`config.mk`:
```
export PLATFORM = sky130hd
export DESIGN_NAME = otp_scrmbl
export DESIGN_NICKNAME = d
export VERILOG_FILES = /design/src/otp_scrmbl_pkg.sv /design/src/otp_scrmbl.sv /design/src/present_dec_round.sv /design/src/present_enc_round.sv /design/src/scrmbl_ctrl.sv /design/src/scrmbl_key_lut.sv
export VERILOG_INCLUDE_DIRS = /design/src
export SDC_FILE = /design/constraint.sdc
export NUM_CORES = 1
export LEC_CHECK = 0
export BUFFER_PORTS_ARGS = -buffer_cell sky130_fd_sc_hd__buf_2
export CAP_MARGIN = 40
export CELL_PAD_IN_SITES_DETAIL_PLACEMENT = 1
export CELL_PAD_IN_SITES_GLOBAL_PLACEMENT = 2
export CORE_ASPECT_RATIO = 0.8
export CORE_MARGIN = 2
export CORE_UTILIZATION = 38
export CTS_BUF_LIST = sky130_fd_sc_hd__clkbuf_16
export DETAILED_ROUTE_END_ITERATION = 16
export PLACE_DENSITY_LB_ADDON = 0.15
export SLEW_MARGIN = 20
export SYNTH_ARGS = -nofsm -noshare
export SYNTH_HDL_FRONTEND = slang
export SYNTH_SLANG_ARGS = --single-unit
```
`constraint.sdc`:
```
create_clock -name clk_i -period 5.13 [get_ports clk_i]
set_input_delay 0.513 -clock clk_i [delete_from_list [all_inputs] [get_ports clk_i]]
set_output_delay 0.513 -clock clk_i [all_outputs]
set_load 0.05 [all_outputs]
```
`src/otp_scrmbl_cfg.svh`:
```
/* round count, block and key widths, number of key slots
   and the fixed key table of the scrambling engine */

`ifndef OTP_SCRMBL_CFG_SVH
`define OTP_SCRMBL_CFG_SVH

// number of PRESENT rounds, the final whitening is folded into the last one
`define OTP_SCRMBL_NUM_ROUNDS 31

// data block and key widths of PRESENT-128
`define OTP_SCRMBL_BLOCK_W 64
`define OTP_SCRMBL_KEY_W 128

// key slots selectable with sel
`define OTP_SCRMBL_NUM_KEYS 4

////////////////////
// key table
////////////////////

// slot 0 is the all-zero key, handy for the published test vector
`define OTP_SCRMBL_KEY0 128'h00000000_00000000_00000000_00000000
`define OTP_SCRMBL_KEY1 128'h3ba1c07e_5d92f4a8_6e01b7c3_94d28f5a
`define OTP_SCRMBL_KEY2 128'hc4f17a20_9e3b58d6_0b7d1e94_a25c6f83
`define OTP_SCRMBL_KEY3 128'h71e9d34b_a06c2f58_e83a95c1_4f0b7d26

`endif

```
`src/otp_scrmbl_pkg.sv`:
```
/* command, request and round-state types of the scrambling engine,
   the PRESENT S-box table and the forward key-schedule step */

`include "otp_scrmbl_cfg.svh"

package otp_scrmbl_pkg;

  ////////////////////
  // types
  ////////////////////

  // only these two codes start an operation, anything else is dropped
  typedef enum logic [1:0] {
    cmd_encrypt = 2'b01,
    cmd_decrypt = 2'b10
  } scrmbl_cmd_e;

  // round index, must hold the round count itself
  typedef logic [$clog2(`OTP_SCRMBL_NUM_ROUNDS + 1)-1:0] round_idx_t;

  // one command as seen on the input port
  typedef struct packed {
    scrmbl_cmd_e                              cmd;
    logic [$clog2(`OTP_SCRMBL_NUM_KEYS)-1:0] sel;
    logic [`OTP_SCRMBL_BLOCK_W-1:0]           data;
  } scrmbl_req_t;

  // working state carried from round to round
  typedef struct packed {
    logic [`OTP_SCRMBL_BLOCK_W-1:0] data;
    logic [`OTP_SCRMBL_KEY_W-1:0]   key;
    round_idx_t                     idx;
  } round_state_t;

  ////////////////////
  // cipher helpers
  ////////////////////

  // PRESENT 4-bit S-box, nibble n holds S(n)
  localparam logic [15:0][3:0] PRESENT_SBOX = 64'h2174_8fe3_da09_b65c;

  // one forward step of the 128-bit key schedule
  function automatic logic [`OTP_SCRMBL_KEY_W-1:0] present_fwd_key_step(
    input logic [`OTP_SCRMBL_KEY_W-1:0] key,
    input round_idx_t                   idx
  );
    logic [`OTP_SCRMBL_KEY_W-1:0] k;
    // rotate left by 61
    k = {key[66:0], key[127:67]};
    // the two top nibbles go through the S-box
    k[127:124] = PRESENT_SBOX[k[127:124]];
    k[123:120] = PRESENT_SBOX[k[123:120]];
    // round counter mixed into bits 66..62
    k[66:62] = k[66:62] ^ idx;
    return k;
  endfunction

endpackage

```
`src/otp_scrmbl.sv`:
```
/* top level of the PRESENT-128 scrambling engine: working register,
   next-state muxes, control FSM, key table and round instances */

`timescale 1ns/1ps

`include "otp_scrmbl_cfg.svh"

module otp_scrmbl (
  input  logic                            clk_i,
  input  logic                            rst_ni,
  input  otp_scrmbl_pkg::scrmbl_req_t     req_i,
  input  logic                            valid_i,
  output logic                            ready_o,
  output logic [`OTP_SCRMBL_BLOCK_W-1:0]  data_o,
  output logic                            valid_o
);

  import otp_scrmbl_pkg::*;

  localparam int KEY_W = `OTP_SCRMBL_KEY_W;
  // encryption walks the index up from 1, decryption down from the round count
  localparam round_idx_t ENC_START_IDX = round_idx_t'(1);
  localparam round_idx_t DEC_START_IDX = round_idx_t'(`OTP_SCRMBL_NUM_ROUNDS);

  logic         load;
  logic         decrypt;
  logic         round_en;
  logic         done;
  logic [KEY_W-1:0] enc_key;
  logic [KEY_W-1:0] dec_key;
  round_state_t state_d;
  round_state_t state_q;
  round_state_t load_state;
  round_state_t enc_state;
  round_state_t dec_state;

  ////////////////////
  // control
  ////////////////////

  scrmbl_ctrl u_ctrl (
    .clk_i      (clk_i),
    .rst_ni     (rst_ni),
    .valid_i    (valid_i),
    .cmd_i      (req_i.cmd),
    .ready_o    (ready_o),
    .load_o     (load),
    .decrypt_o  (decrypt),
    .round_en_o (round_en),
    .done_o     (done)
  );

  // key for the selector on the request, only sampled on load
  scrmbl_key_lut u_key_lut (
    .sel_i     (req_i.sel),
    .enc_key_o (enc_key),
    .dec_key_o (dec_key)
  );

  ////////////////////
  // data path
  ////////////////////

  // both directions look at the same register, ctrl picks the result
  present_enc_round u_enc_round (
    .state_i (state_q),
    .state_o (enc_state)
  );

  present_dec_round u_dec_round (
    .state_i (state_q),
    .state_o (dec_state)
  );

  // initial state for a new command
  assign load_state.data = req_i.data;
  assign load_state.key  = decrypt ? dec_key : enc_key;
  assign load_state.idx  = decrypt ? DEC_START_IDX : ENC_START_IDX;

  always_comb begin : p_next_state
    state_d = state_q;
    if (load) begin
      state_d = load_state;
    end else if (round_en) begin
      state_d = decrypt ? dec_state : enc_state;
    end
  end

  always_ff @(posedge clk_i or negedge rst_ni) begin : p_state_reg
    if (!rst_ni) begin
      state_q <= '0;
    end else begin
      state_q <= state_d;
    end
  end

  // result only visible during the done pulse
  assign valid_o = done;
  assign data_o  = done ? state_q.data : '0;

endmodule

```
`src/present_dec_round.sv`:
```
/* one PRESENT-128 decryption round with the inverse key-schedule step,
   removes the output whitening on the first decrypt round */

`timescale 1ns/1ps

`include "otp_scrmbl_cfg.svh"

module present_dec_round (
  input  otp_scrmbl_pkg::round_state_t state_i,
  output otp_scrmbl_pkg::round_state_t state_o
);

  import otp_scrmbl_pkg::*;

  localparam int BLOCK_W = `OTP_SCRMBL_BLOCK_W;
  localparam int KEY_W   = `OTP_SCRMBL_KEY_W;
  // first decrypt round carries the highest index
  localparam round_idx_t FIRST_IDX = round_idx_t'(`OTP_SCRMBL_NUM_ROUNDS);

  // inverse S-box, nibble n holds S^-1(n)
  localparam logic [15:0][3:0] PRESENT_INV_SBOX = 64'ha970_364b_d21c_8fe5;

  // undoes present_fwd_key_step for the same index
  function automatic logic [KEY_W-1:0] inv_key_step(
    input logic [KEY_W-1:0] key,
    input round_idx_t       idx
  );
    logic [KEY_W-1:0] k;
    k = key;
    k[66:62]   = k[66:62] ^ idx;
    k[127:124] = PRESENT_INV_SBOX[k[127:124]];
    k[123:120] = PRESENT_INV_SBOX[k[123:120]];
    // rotate right by 61
    return {k[60:0], k[127:61]};
  endfunction

  logic [BLOCK_W-1:0] data_in;
  logic [BLOCK_W-1:0] perm_out;
  logic [BLOCK_W-1:0] sbox_out;
  logic [KEY_W-1:0]   prev_key;

  // strip the whitening key before the first inverse round
  assign data_in = (state_i.idx == FIRST_IDX) ?
                   (state_i.data ^ state_i.key[KEY_W-1 -: BLOCK_W]) : state_i.data;

  // inverse permutation, bit i is fetched from 16*i mod 63
  always_comb begin : p_inv_perm
    perm_out[BLOCK_W-1] = data_in[BLOCK_W-1];
    for (int i = 0; i < BLOCK_W - 1; i++) begin
      perm_out[i] = data_in[(i * (BLOCK_W / 4)) % (BLOCK_W - 1)];
    end
  end

  // inverse substitution on every nibble
  always_comb begin : p_inv_sbox
    for (int n = 0; n < BLOCK_W / 4; n++) begin
      sbox_out[4*n +: 4] = PRESENT_INV_SBOX[perm_out[4*n +: 4]];
    end
  end

  ////////////////////
  // key schedule
  ////////////////////

  // step back to the key this round was entered with on encryption
  assign prev_key = inv_key_step(state_i.key, state_i.idx);

  assign state_o.data = sbox_out ^ prev_key[KEY_W-1 -: BLOCK_W];
  assign state_o.key  = prev_key;
  // reaches zero after the last decrypt round
  assign state_o.idx  = state_i.idx - round_idx_t'(1);

endmodule

```
`src/present_enc_round.sv`:
```
/* one PRESENT-128 encryption round with its key-schedule step
   and the final whitening on the last round */

`timescale 1ns/1ps

`include "otp_scrmbl_cfg.svh"

module present_enc_round (
  input  otp_scrmbl_pkg::round_state_t state_i,
  output otp_scrmbl_pkg::round_state_t state_o
);

  import otp_scrmbl_pkg::*;

  localparam int BLOCK_W = `OTP_SCRMBL_BLOCK_W;
  localparam int KEY_W   = `OTP_SCRMBL_KEY_W;
  // last round index, also triggers the output whitening
  localparam round_idx_t LAST_IDX = round_idx_t'(`OTP_SCRMBL_NUM_ROUNDS);

  logic [BLOCK_W-1:0] key_add;
  logic [BLOCK_W-1:0] sbox_out;
  logic [BLOCK_W-1:0] perm_out;
  logic [KEY_W-1:0]   next_key;
  logic               last_round;

  ////////////////////
  // data path
  ////////////////////

  // round key is the upper half of the key register
  assign key_add = state_i.data ^ state_i.key[KEY_W-1 -: BLOCK_W];

  // substitution layer over all sixteen nibbles
  always_comb begin : p_sbox
    for (int n = 0; n < BLOCK_W / 4; n++) begin
      sbox_out[4*n +: 4] = PRESENT_SBOX[key_add[4*n +: 4]];
    end
  end

  // bit permutation, bit i goes to 16*i mod 63
  // the top bit stays where it is
  always_comb begin : p_perm
    perm_out[BLOCK_W-1] = sbox_out[BLOCK_W-1];
    for (int i = 0; i < BLOCK_W - 1; i++) begin
      perm_out[(i * (BLOCK_W / 4)) % (BLOCK_W - 1)] = sbox_out[i];
    end
  end

  ////////////////////
  // key schedule
  ////////////////////

  assign next_key   = present_fwd_key_step(state_i.key, state_i.idx);
  assign last_round = (state_i.idx == LAST_IDX);

  // the last round also adds the 32nd round key, so ciphertext comes out
  assign state_o.data = last_round ? (perm_out ^ next_key[KEY_W-1 -: BLOCK_W]) : perm_out;
  assign state_o.key  = next_key;
  // wraps to zero after the last round
  assign state_o.idx  = state_i.idx + round_idx_t'(1);

endmodule

```
`src/scrmbl_ctrl.sv`:
```
/* command decode FSM and round counter of the scrambling engine */

`timescale 1ns/1ps

`include "otp_scrmbl_cfg.svh"

module scrmbl_ctrl (
  input  logic                        clk_i,
  input  logic                        rst_ni,
  input  logic                        valid_i,
  input  otp_scrmbl_pkg::scrmbl_cmd_e cmd_i,
  output logic                        ready_o,
  output logic                        load_o,
  output logic                        decrypt_o,
  output logic                        round_en_o,
  output logic                        done_o
);

  import otp_scrmbl_pkg::*;

  localparam int CNT_W = $clog2(`OTP_SCRMBL_NUM_ROUNDS + 1);
  // rounds run at counts 0..30, count 31 is the drain cycle
  localparam logic [CNT_W-1:0] FINISH_CNT = CNT_W'(`OTP_SCRMBL_NUM_ROUNDS);
  // cycles spent outside idle per command
  localparam int BUSY_CYCLES = `OTP_SCRMBL_NUM_ROUNDS + 1;

  typedef enum logic [1:0] {
    st_idle,
    st_encrypt,
    st_decrypt
  } state_e;

  state_e           state_d;
  state_e           state_q;
  logic [CNT_W-1:0] cnt_d;
  logic [CNT_W-1:0] cnt_q;
  logic             done_d;

  ////////////////////
  // FSM
  ////////////////////

  always_comb begin : p_fsm
    state_d    = state_q;
    cnt_d      = cnt_q;
    ready_o    = 1'b0;
    load_o     = 1'b0;
    decrypt_o  = 1'b0;
    round_en_o = 1'b0;
    done_d     = 1'b0;

    unique case (state_q)
      // wait for a command, the working register loads on acceptance
      st_idle: begin
        ready_o = 1'b1;
        cnt_d   = '0;
        if (valid_i) begin
          case (cmd_i)
            cmd_encrypt: begin
              load_o  = 1'b1;
              state_d = st_encrypt;
            end
            cmd_decrypt: begin
              load_o    = 1'b1;
              decrypt_o = 1'b1;
              state_d   = st_decrypt;
            end
            // undefined codes are dropped, stay ready
            default: begin
              state_d = st_idle;
            end
          endcase
        end
      end
      // one round per cycle, then one drain cycle before done
      st_encrypt, st_decrypt: begin
        decrypt_o  = (state_q == st_decrypt);
        round_en_o = (cnt_q != FINISH_CNT);
        cnt_d      = cnt_q + CNT_W'(1);
        if (cnt_q == FINISH_CNT) begin
          state_d = st_idle;
          done_d  = 1'b1;
        end
      end
      default: begin
        state_d = st_idle;
      end
    endcase
  end

  ////////////////////
  // registers
  ////////////////////

  always_ff @(posedge clk_i or negedge rst_ni) begin : p_regs
    if (!rst_ni) begin
      state_q <= st_idle;
      cnt_q   <= '0;
      done_o  <= 1'b0;
    end else begin
      state_q <= state_d;
      cnt_q   <= cnt_d;
      done_o  <= done_d;
    end
  end

  // every done pulse belongs to a load a fixed number of cycles back
  a_done_latency: assert property (@(posedge clk_i) disable iff (!rst_ni)
    done_o |-> $past(load_o, BUSY_CYCLES + 1));

endmodule

```
`src/scrmbl_key_lut.sv`:
```
/* encryption key table and the matching decryption key table,
   both indexed by the key selector */

`timescale 1ns/1ps

`include "otp_scrmbl_cfg.svh"

module scrmbl_key_lut (
  input  logic [$clog2(`OTP_SCRMBL_NUM_KEYS)-1:0] sel_i,
  output logic [`OTP_SCRMBL_KEY_W-1:0]            enc_key_o,
  output logic [`OTP_SCRMBL_KEY_W-1:0]            dec_key_o
);

  import otp_scrmbl_pkg::*;

  localparam int NUM_KEYS   = `OTP_SCRMBL_NUM_KEYS;
  localparam int KEY_W      = `OTP_SCRMBL_KEY_W;
  localparam int NUM_ROUNDS = `OTP_SCRMBL_NUM_ROUNDS;

  typedef logic [NUM_KEYS-1:0][KEY_W-1:0] key_tbl_t;

  // decryption starts from the last round key, i.e. the key stepped forward
  // through the whole schedule
  function automatic key_tbl_t calc_dec_keys(input key_tbl_t enc_keys);
    key_tbl_t dec_keys;
    dec_keys = enc_keys;
    for (int k = 0; k < NUM_KEYS; k++) begin
      for (int r = 1; r <= NUM_ROUNDS; r++) begin
        dec_keys[k] = present_fwd_key_step(dec_keys[k], round_idx_t'(r));
      end
    end
    return dec_keys;
  endfunction

  // slot 0 sits in the lowest entry
  localparam key_tbl_t ENC_KEYS = {`OTP_SCRMBL_KEY3, `OTP_SCRMBL_KEY2,
                                   `OTP_SCRMBL_KEY1, `OTP_SCRMBL_KEY0};
  // resolved at elaboration, no schedule logic in hardware
  localparam key_tbl_t DEC_KEYS = calc_dec_keys(ENC_KEYS);

  assign enc_key_o = ENC_KEYS[sel_i];
  assign dec_key_o = DEC_KEYS[sel_i];

endmodule

```
# Word-level counts from Yosys, hierarchy flattened
# Memory sizes are Yosys's and may differ from the RTL's.
# Index checks and enable logic that the tools add are counted.
# op_classes
addsub	3
order_cmp	37
n_eq_ne	9
n_mux	63
n_bitwise	5
reduce_logical	6
# ops
operator	n
$mux W197	3
$bmux W128 S2	2
$mux W128	3
$mux W64	3
$xor A64 B64 Y64	3
$lt A4 B5 Y1 const B	36
$mux W4	36
$add A5 B1 Y5 const B	2
$eq A5 B5 Y1 const B	2
$pmux W5 S2	1
$xor A5 B5 Y5	2
$mux W1	9
$pmux W2 S2	2
$mux W5	1
$ne A5 B5 Y1 const B	1
$sub A5 B1 Y5 const B	1
$eq A2 B1 Y1 const B	2
$eq A2 B2 Y1 const B	2
$mux W2	2
$reduce_bool A2 Y1	2
$reduce_or A2 Y1	2
$lt A2 B3 Y1 const B	1
$logic_not A2 Y1	1
$ne A2 B1 Y1 const B	1
3 further kinds	3
# word_totals
regBits	205
mem_bits_ro	2304
in_bits	71
output_inout_bits	66
word_cells	165
memories	36
# mem_list
name	depth	word_bits	read_ports	rd_ports_with_merged_regs	write_ports	line	rtl
(no name shown)	16	4	1	0	0	present_dec_round.sv:57	sbox_out[4*n +: 4] = PRESENT_INV_SBOX[perm_out[4*n +: 4]];
(no name shown)	16	4	1	0	0	present_dec_round.sv:31	k[127:124] = PRESENT_INV_SBOX[k[127:124]];
(no name shown)	16	4	1	0	0	present_dec_round.sv:32	k[123:120] = PRESENT_INV_SBOX[k[123:120]];
(no name shown)	16	4	1	0	0	present_enc_round.sv:36	sbox_out[4*n +: 4] = PRESENT_SBOX[key_add[4*n +: 4]];
(no name shown)	16	4	1	0	0	present_enc_round.sv:36	
(no name shown)	16	4	1	0	0	present_enc_round.sv:36	
30 more memories	n/a	n/a	n/a	n/a	n/a	n/a	

# Logic depth before layout (Yosys ltp)
# logic_depth
depth_word	8
depth_mapped	18
mapped_depth_nobuf	13

# Hierarchy
# From an unflattened synthesis, not the netlist that was laid out.
# hier_totals
hier_cells	3222
area_unflattened_um2	27302.4
# modules_own_cells
module	n_inst	cells_each	area_each_um2	seq_area_each_um2
otp_scrmbl	1	1436	13032.5	4929.7
present_dec_round	1	837	6363.6	0.0
present_enc_round	1	640	5476.5	0.0
scrmbl_key_lut	1	262	1971.9	0.0
scrmbl_ctrl	1	47	457.9	200.2

# Worst setup path after synthesis
# OpenSTA, ideal clock, no wires.
# synth_path
kind	register -> register
startpoint	register u_ctrl.state_q[1]
endpoint	register state_q[4] (netlist bit)
setup_time_ns	0.147
arrival_ns	3.559
required_time_ns	4.983
setup_slack_ns	1.424
stages_incl_launch_ff	18
path_buffers	4
synth_period_minus_slack_ns	3.706
path_cell_list	dfrtp_1 inv_1 ha_1 nand4b_1 and2_1 clkbuf_1 buf_2 buf_1 buf_1 xnor2_1 ha_1 nor2_1 a21oi_1 or2_2 a31oi_1 o21ai_0 a211oi_1 a311oi_1
# synth_between
elab_chain_len	6
word_cells_on_any_way	12
classes_between	eq/ne: 2; mux: 7; reduce/logical: 3
# synth_lines
element	line	rtl
from (decl)	scrmbl_ctrl.sv:34	state_e state_q;
from (signal assigned)	scrmbl_ctrl.sv:97	state_q <= st_idle;
from (signal assigned)	scrmbl_ctrl.sv:101	state_q <= state_d;
$eq A2 B1 Y1 / $eq A2 B2 Y1 (equally long branches)	scrmbl_ctrl.sv:52, scrmbl_ctrl.sv:77	
$reduce_or A2 Y1	scrmbl_ctrl.sv:52	unique case (state_q)
$pmux W1 S2	scrmbl_ctrl.sv:52	
$mux W197	otp_scrmbl.sv:85	state_d = decrypt ? dec_state : enc_state;
$mux W197	otp_scrmbl.sv:84	end else if (round_en) begin
$mux W197	otp_scrmbl.sv:82	if (load) begin
to (signal assigned)	otp_scrmbl.sv:93	state_q <= state_d;
to (decl)	otp_scrmbl.sv:32	round_state_t state_q;
# Several ways; a longest one is shown, not always the timed one. The select of a mux whose other input is x is not followed.
# A chain may end at the register's enable or synchronous reset.

# Final worst setup path
# layout_path
startpoint	register state_q[1] (netlist bit)
endpoint	register state_q[190] (netlist bit)
# layout_between
elab_chain_len	8
word_cells_on_any_way	9
classes_between	eq/ne: 1; mux: 6; bitwise: 1; memory: 1
# layout_lines
element	line	rtl
$eq A5 B5 Y1 (*)	present_dec_round.sv:43, present_enc_round.sv:54	
$mux W64	present_dec_round.sv:43	assign data_in = (state_i.idx == FIRST_IDX) ?
$mem_v2 Z16 W4	n/a	
$mux W4 (not written as such)	present_dec_round.sv:57	
$xor A64 B64 Y64	present_dec_round.sv:68	assign state_o.data = sbox_out ^ prev_key[KEY_W-1 -: BLOCK_W];
$mux W197 (*)	otp_scrmbl.sv:85	
$mux W197 (*)	otp_scrmbl.sv:84	
$mux W197 (*)	otp_scrmbl.sv:82	
# Mark *: on every way between the ends. The rest lies on a longest branch, timed or not. The select of a mux whose other input is x is not followed.

==> summary.md <==
| Metric | Value |
|---|---|
| Status | `finished, final reports clean` |
| Final clock skew | `13.31 ps` |
| Sequential element share of the synthesized area | `20.97%` |
| Hold WC Path Type | `input pin to flip-flop` |
| Netlist cell types | `88` |
| Finished Core Util | `41.89%` |
| Setup_tns | `0 ps` |
| Vias post-DR | `26,260` |
| Yosys top cell by area | `dfrtp_1` |
| ANT nets after route | `0` |
| Layout cells sized above 1 | `between 10% and 20%` |
| Commonest non-fill, non-tap cell in the layout | `nand2_1` |
| Ys Warns | `0` |
| Clock sink total | `205` |
| Register-to-Register Path Depth | `13` |
| Die Y | `231.0 um` |
| Final GP Congestion | `0.9795` |
| Die W | `287.7 um` |
| Worst min-delay path endpoint | `state_q[180]` |
| Post-synth top area share | `between 20% and 30%` |
| Layout Nets | `3,414` |
| FF-to-FF End | `state_q[190]` |
| Crit end category | `flip-flop` |
| Syn_nets | `3,460` |
| Most frequent cells in the layout | `308 x nand2_1, 262 x a21oi_1, 222 x o21ai_0, 205 x nor2_1, 203 x dfrtp_1` |
| Post-synthesis area per instance | `7.660 um2` |
| Initial antenna violation count | `2` |
| Final WL | `130,400 um` |
| RSZ-0062 raised after global routing | `no` |
| Core area | `63,970 um2` |
| Largest cells by area after synthesis | `dfrtp_1 21%, ha_1 10%, xnor2_1 6.3%, a21oi_1 5.4%, nand2_1 4.7%` |
| Max-slew violations | `0` |
| CTS clk-pin slew, worst paths | `70 ps` |
| Die area | `66,450 um2` |
| # Post-CTS Setup Buffers | `0` |
| Initial drt markers | `between 3,000 and 4,000` |
| WP data arrival | `~4900 ps` |
| Period utilization | `86.47%` |
| Predominant post-synthesis flop cell | `dfrtp_1` |
| Global-route wire length before repair | `between 150,000 and 200,000 um` |
| Max Clock Freq | `225.4 MHz` |
| Cell Count, Final, Fillers Out | `4,016` |
| Filler cells | `7,823` |
| Multi-input logic area | `17,650 um2` |
| Post-synthesis to final-layout area growth | `9.537%` |
| # port buffers | `about 140` |
| Yosys reg bits | `roughly 200` |
| Starting Density | `38.25%` |
| Total GRT Usage | `between 30% and 40%` |
| Num CTS Buffers | `27` |
| Post-Place Cells | `3,958` |
| Post-CTS resize count | `0` |
| Reg2Reg Setup Slack | `approximately 690 ps` |
| H-tree levels | `1` |
| Top fanout value on the critical path | `25` |
| Hold path depth | `3` |
| WS Path Type | `flip-flop to flip-flop` |
| Async SR Flop Fraction | `100.0%` |
| Slowest cell on crit path | `xnor2_1` |
| Post-synth design cell area | `between 20,000 and 25,000 um2` |
| Row count | `slightly above 80` |
| Post-synth EDFFs | `0` |
| Number of global-route vias before repair | `25,500` |
| Maximum capacitance violations | `0` |
| Drt pass-1 iters | `5` |
| Vias per inst | `6.538` |
| CTS tree | `done` |
| Post-DR wirelength/cell | `32.47 um` |
| Hold_ws | `110.4 ps` |
| Max-slew headroom | `34.01%` |
| CTS root buf | `clkbuf_16` |
| Final Hold Fails | `0` |
| Hold_sp | `req_i[47]` |
| Post-DP HPWL | `96,170 um` |
| DR DRC count | `0` |
| Hold_buf cts | `0` |
| Overflow after GRT | `0` |
| Setup crit start kind | `flip-flop` |
| Worst skew pair latency | `approximately 600 ps` |
| Reg2reg start | `state_q[1]` |
| Worst Tran Pin Value | `just under 1000 ps` |
| CP required | `5560 ps` |
| Setup violators final | `0` |
| Io pins | `around 140` |
| Critical path, cell by cell | `nand4_2, buf_4, o31ai_1, and2_1, inv_1, ha_1, nor2b_1, o22ai_1, nor3b_1, mux2_2, or3b_1, xnor2_1, a21oi_1` |
| Longest Clk Path Bufs | `3` |
| Crit path time final | `roughly 4400 ps` |
| Largest net degree at the start of global routing | `around 110` |
| Seq. cell area | `between 5000 and 6000 um2` |
| Crit path largest cell delay | `700 ps` |
| Cells after synthesis | `approximately 3,200` |
[synth_stat cells, drive strengths merged (32+ instances only)]
library cell / n
inv: 146
o21ai: 231
nor2b: 35
xnor2: 188
a31oi: 53
dfrtp: 205
o22a: 33
nor3b: 34
o31ai: 32
xor2: 94
o211ai: 66
nor3: 70
and2: 80
nand2: 310
ha: 195
buf: 71
nand2b: 39
a21oi: 262
clkbuf: 224
nor2: 210
mux2i: 108
nand3: 85
[metrics by stage]
step | instance area [um2] | setup slack, ps
6_report | 26800 | 694.2
5_1_grt | 26800 | 556.1
4_1_cts | 26680 | 916.5
3_5_place_dp | 25780 | 931.8
3_3_place_gp | 25680 | 978.5
2_1_floorplan | 24470 | 1424
[flip-flops by register name, summed over array words and instances, names as in the netlist]
register and flops:
state_q 197, u_ctrl.cnt_q 5, u_ctrl.done_o 1, u_ctrl.state_q 2
[cells by family (layout without fill, tap and decap cells)]
logic type	after synthesis	after routing	share of synthesized area, %
and+or+nand+nor	979	979	19.53
AOI/OAI and AO/OA	948	948	24.80
buffers and inverters	442	413	7.144
xor gates and xnor gates	282	282	10.68
DFF	205	205	20.97
adders and majority gates	195	195	9.972
muxes	143	143	6.904
other	0	1	0
[worst max-delay path: cells and delay by family, from the launching register on]
kind | cells | cell delay, ps
fa+ha+maj | 1 | 300
xor+xnor | 1 | 700
buf+inv | 2 | 450
mux | 1 | 190
compound gates | 3 | 690
simple gates | 5 | 1360
flops | 1 | 550
[cell type report]
cell class | instances | area share [%]
clock buffers | 27 | 2.521
multi-input cells | 2547 | 65.86
well taps | 850 | 3.968
diodes | 1 | 0.009337
inverters | 147 | 2.068
flip-flops and latches | 205 | 19.15
clock inverters | 19 | 0.8357
repair buffers | 220 | 5.588
[worst max-delay path by stage]
| stage | slack (ps) | start | to |
|---|---|---|---|
| final | 690 | state_q[1] | state_q[190] |
| after floorplan | 1420 | u_ctrl.state_q[1] | state_q[4] |
| after global placement | 980 | state_q[1] | state_q[190] |
| after CTS | 920 | state_q[1] | state_q[190] |
| after detailed placement | 930 | state_q[1] | state_q[190] |
| after global routing | 560 | state_q[0] | state_q[190] |
[per-layer routing]
| metal | wire length [um] | share of wire (%) | track usage, % |
|---|---|---|---|
| met3 | 13440 | 10 | 7.441 |
| met2 | 54140 | 42 | 55.58 |
| met5 | 0 | 0 | 0 |
| met1 | 56550 | 43 | 55.12 |
| met4 | 6285 | 4.8 | 15.93 |
Power is not shown: default switching activity piles up to over one toggle a cycle in this logic, so the estimate is an artifact.
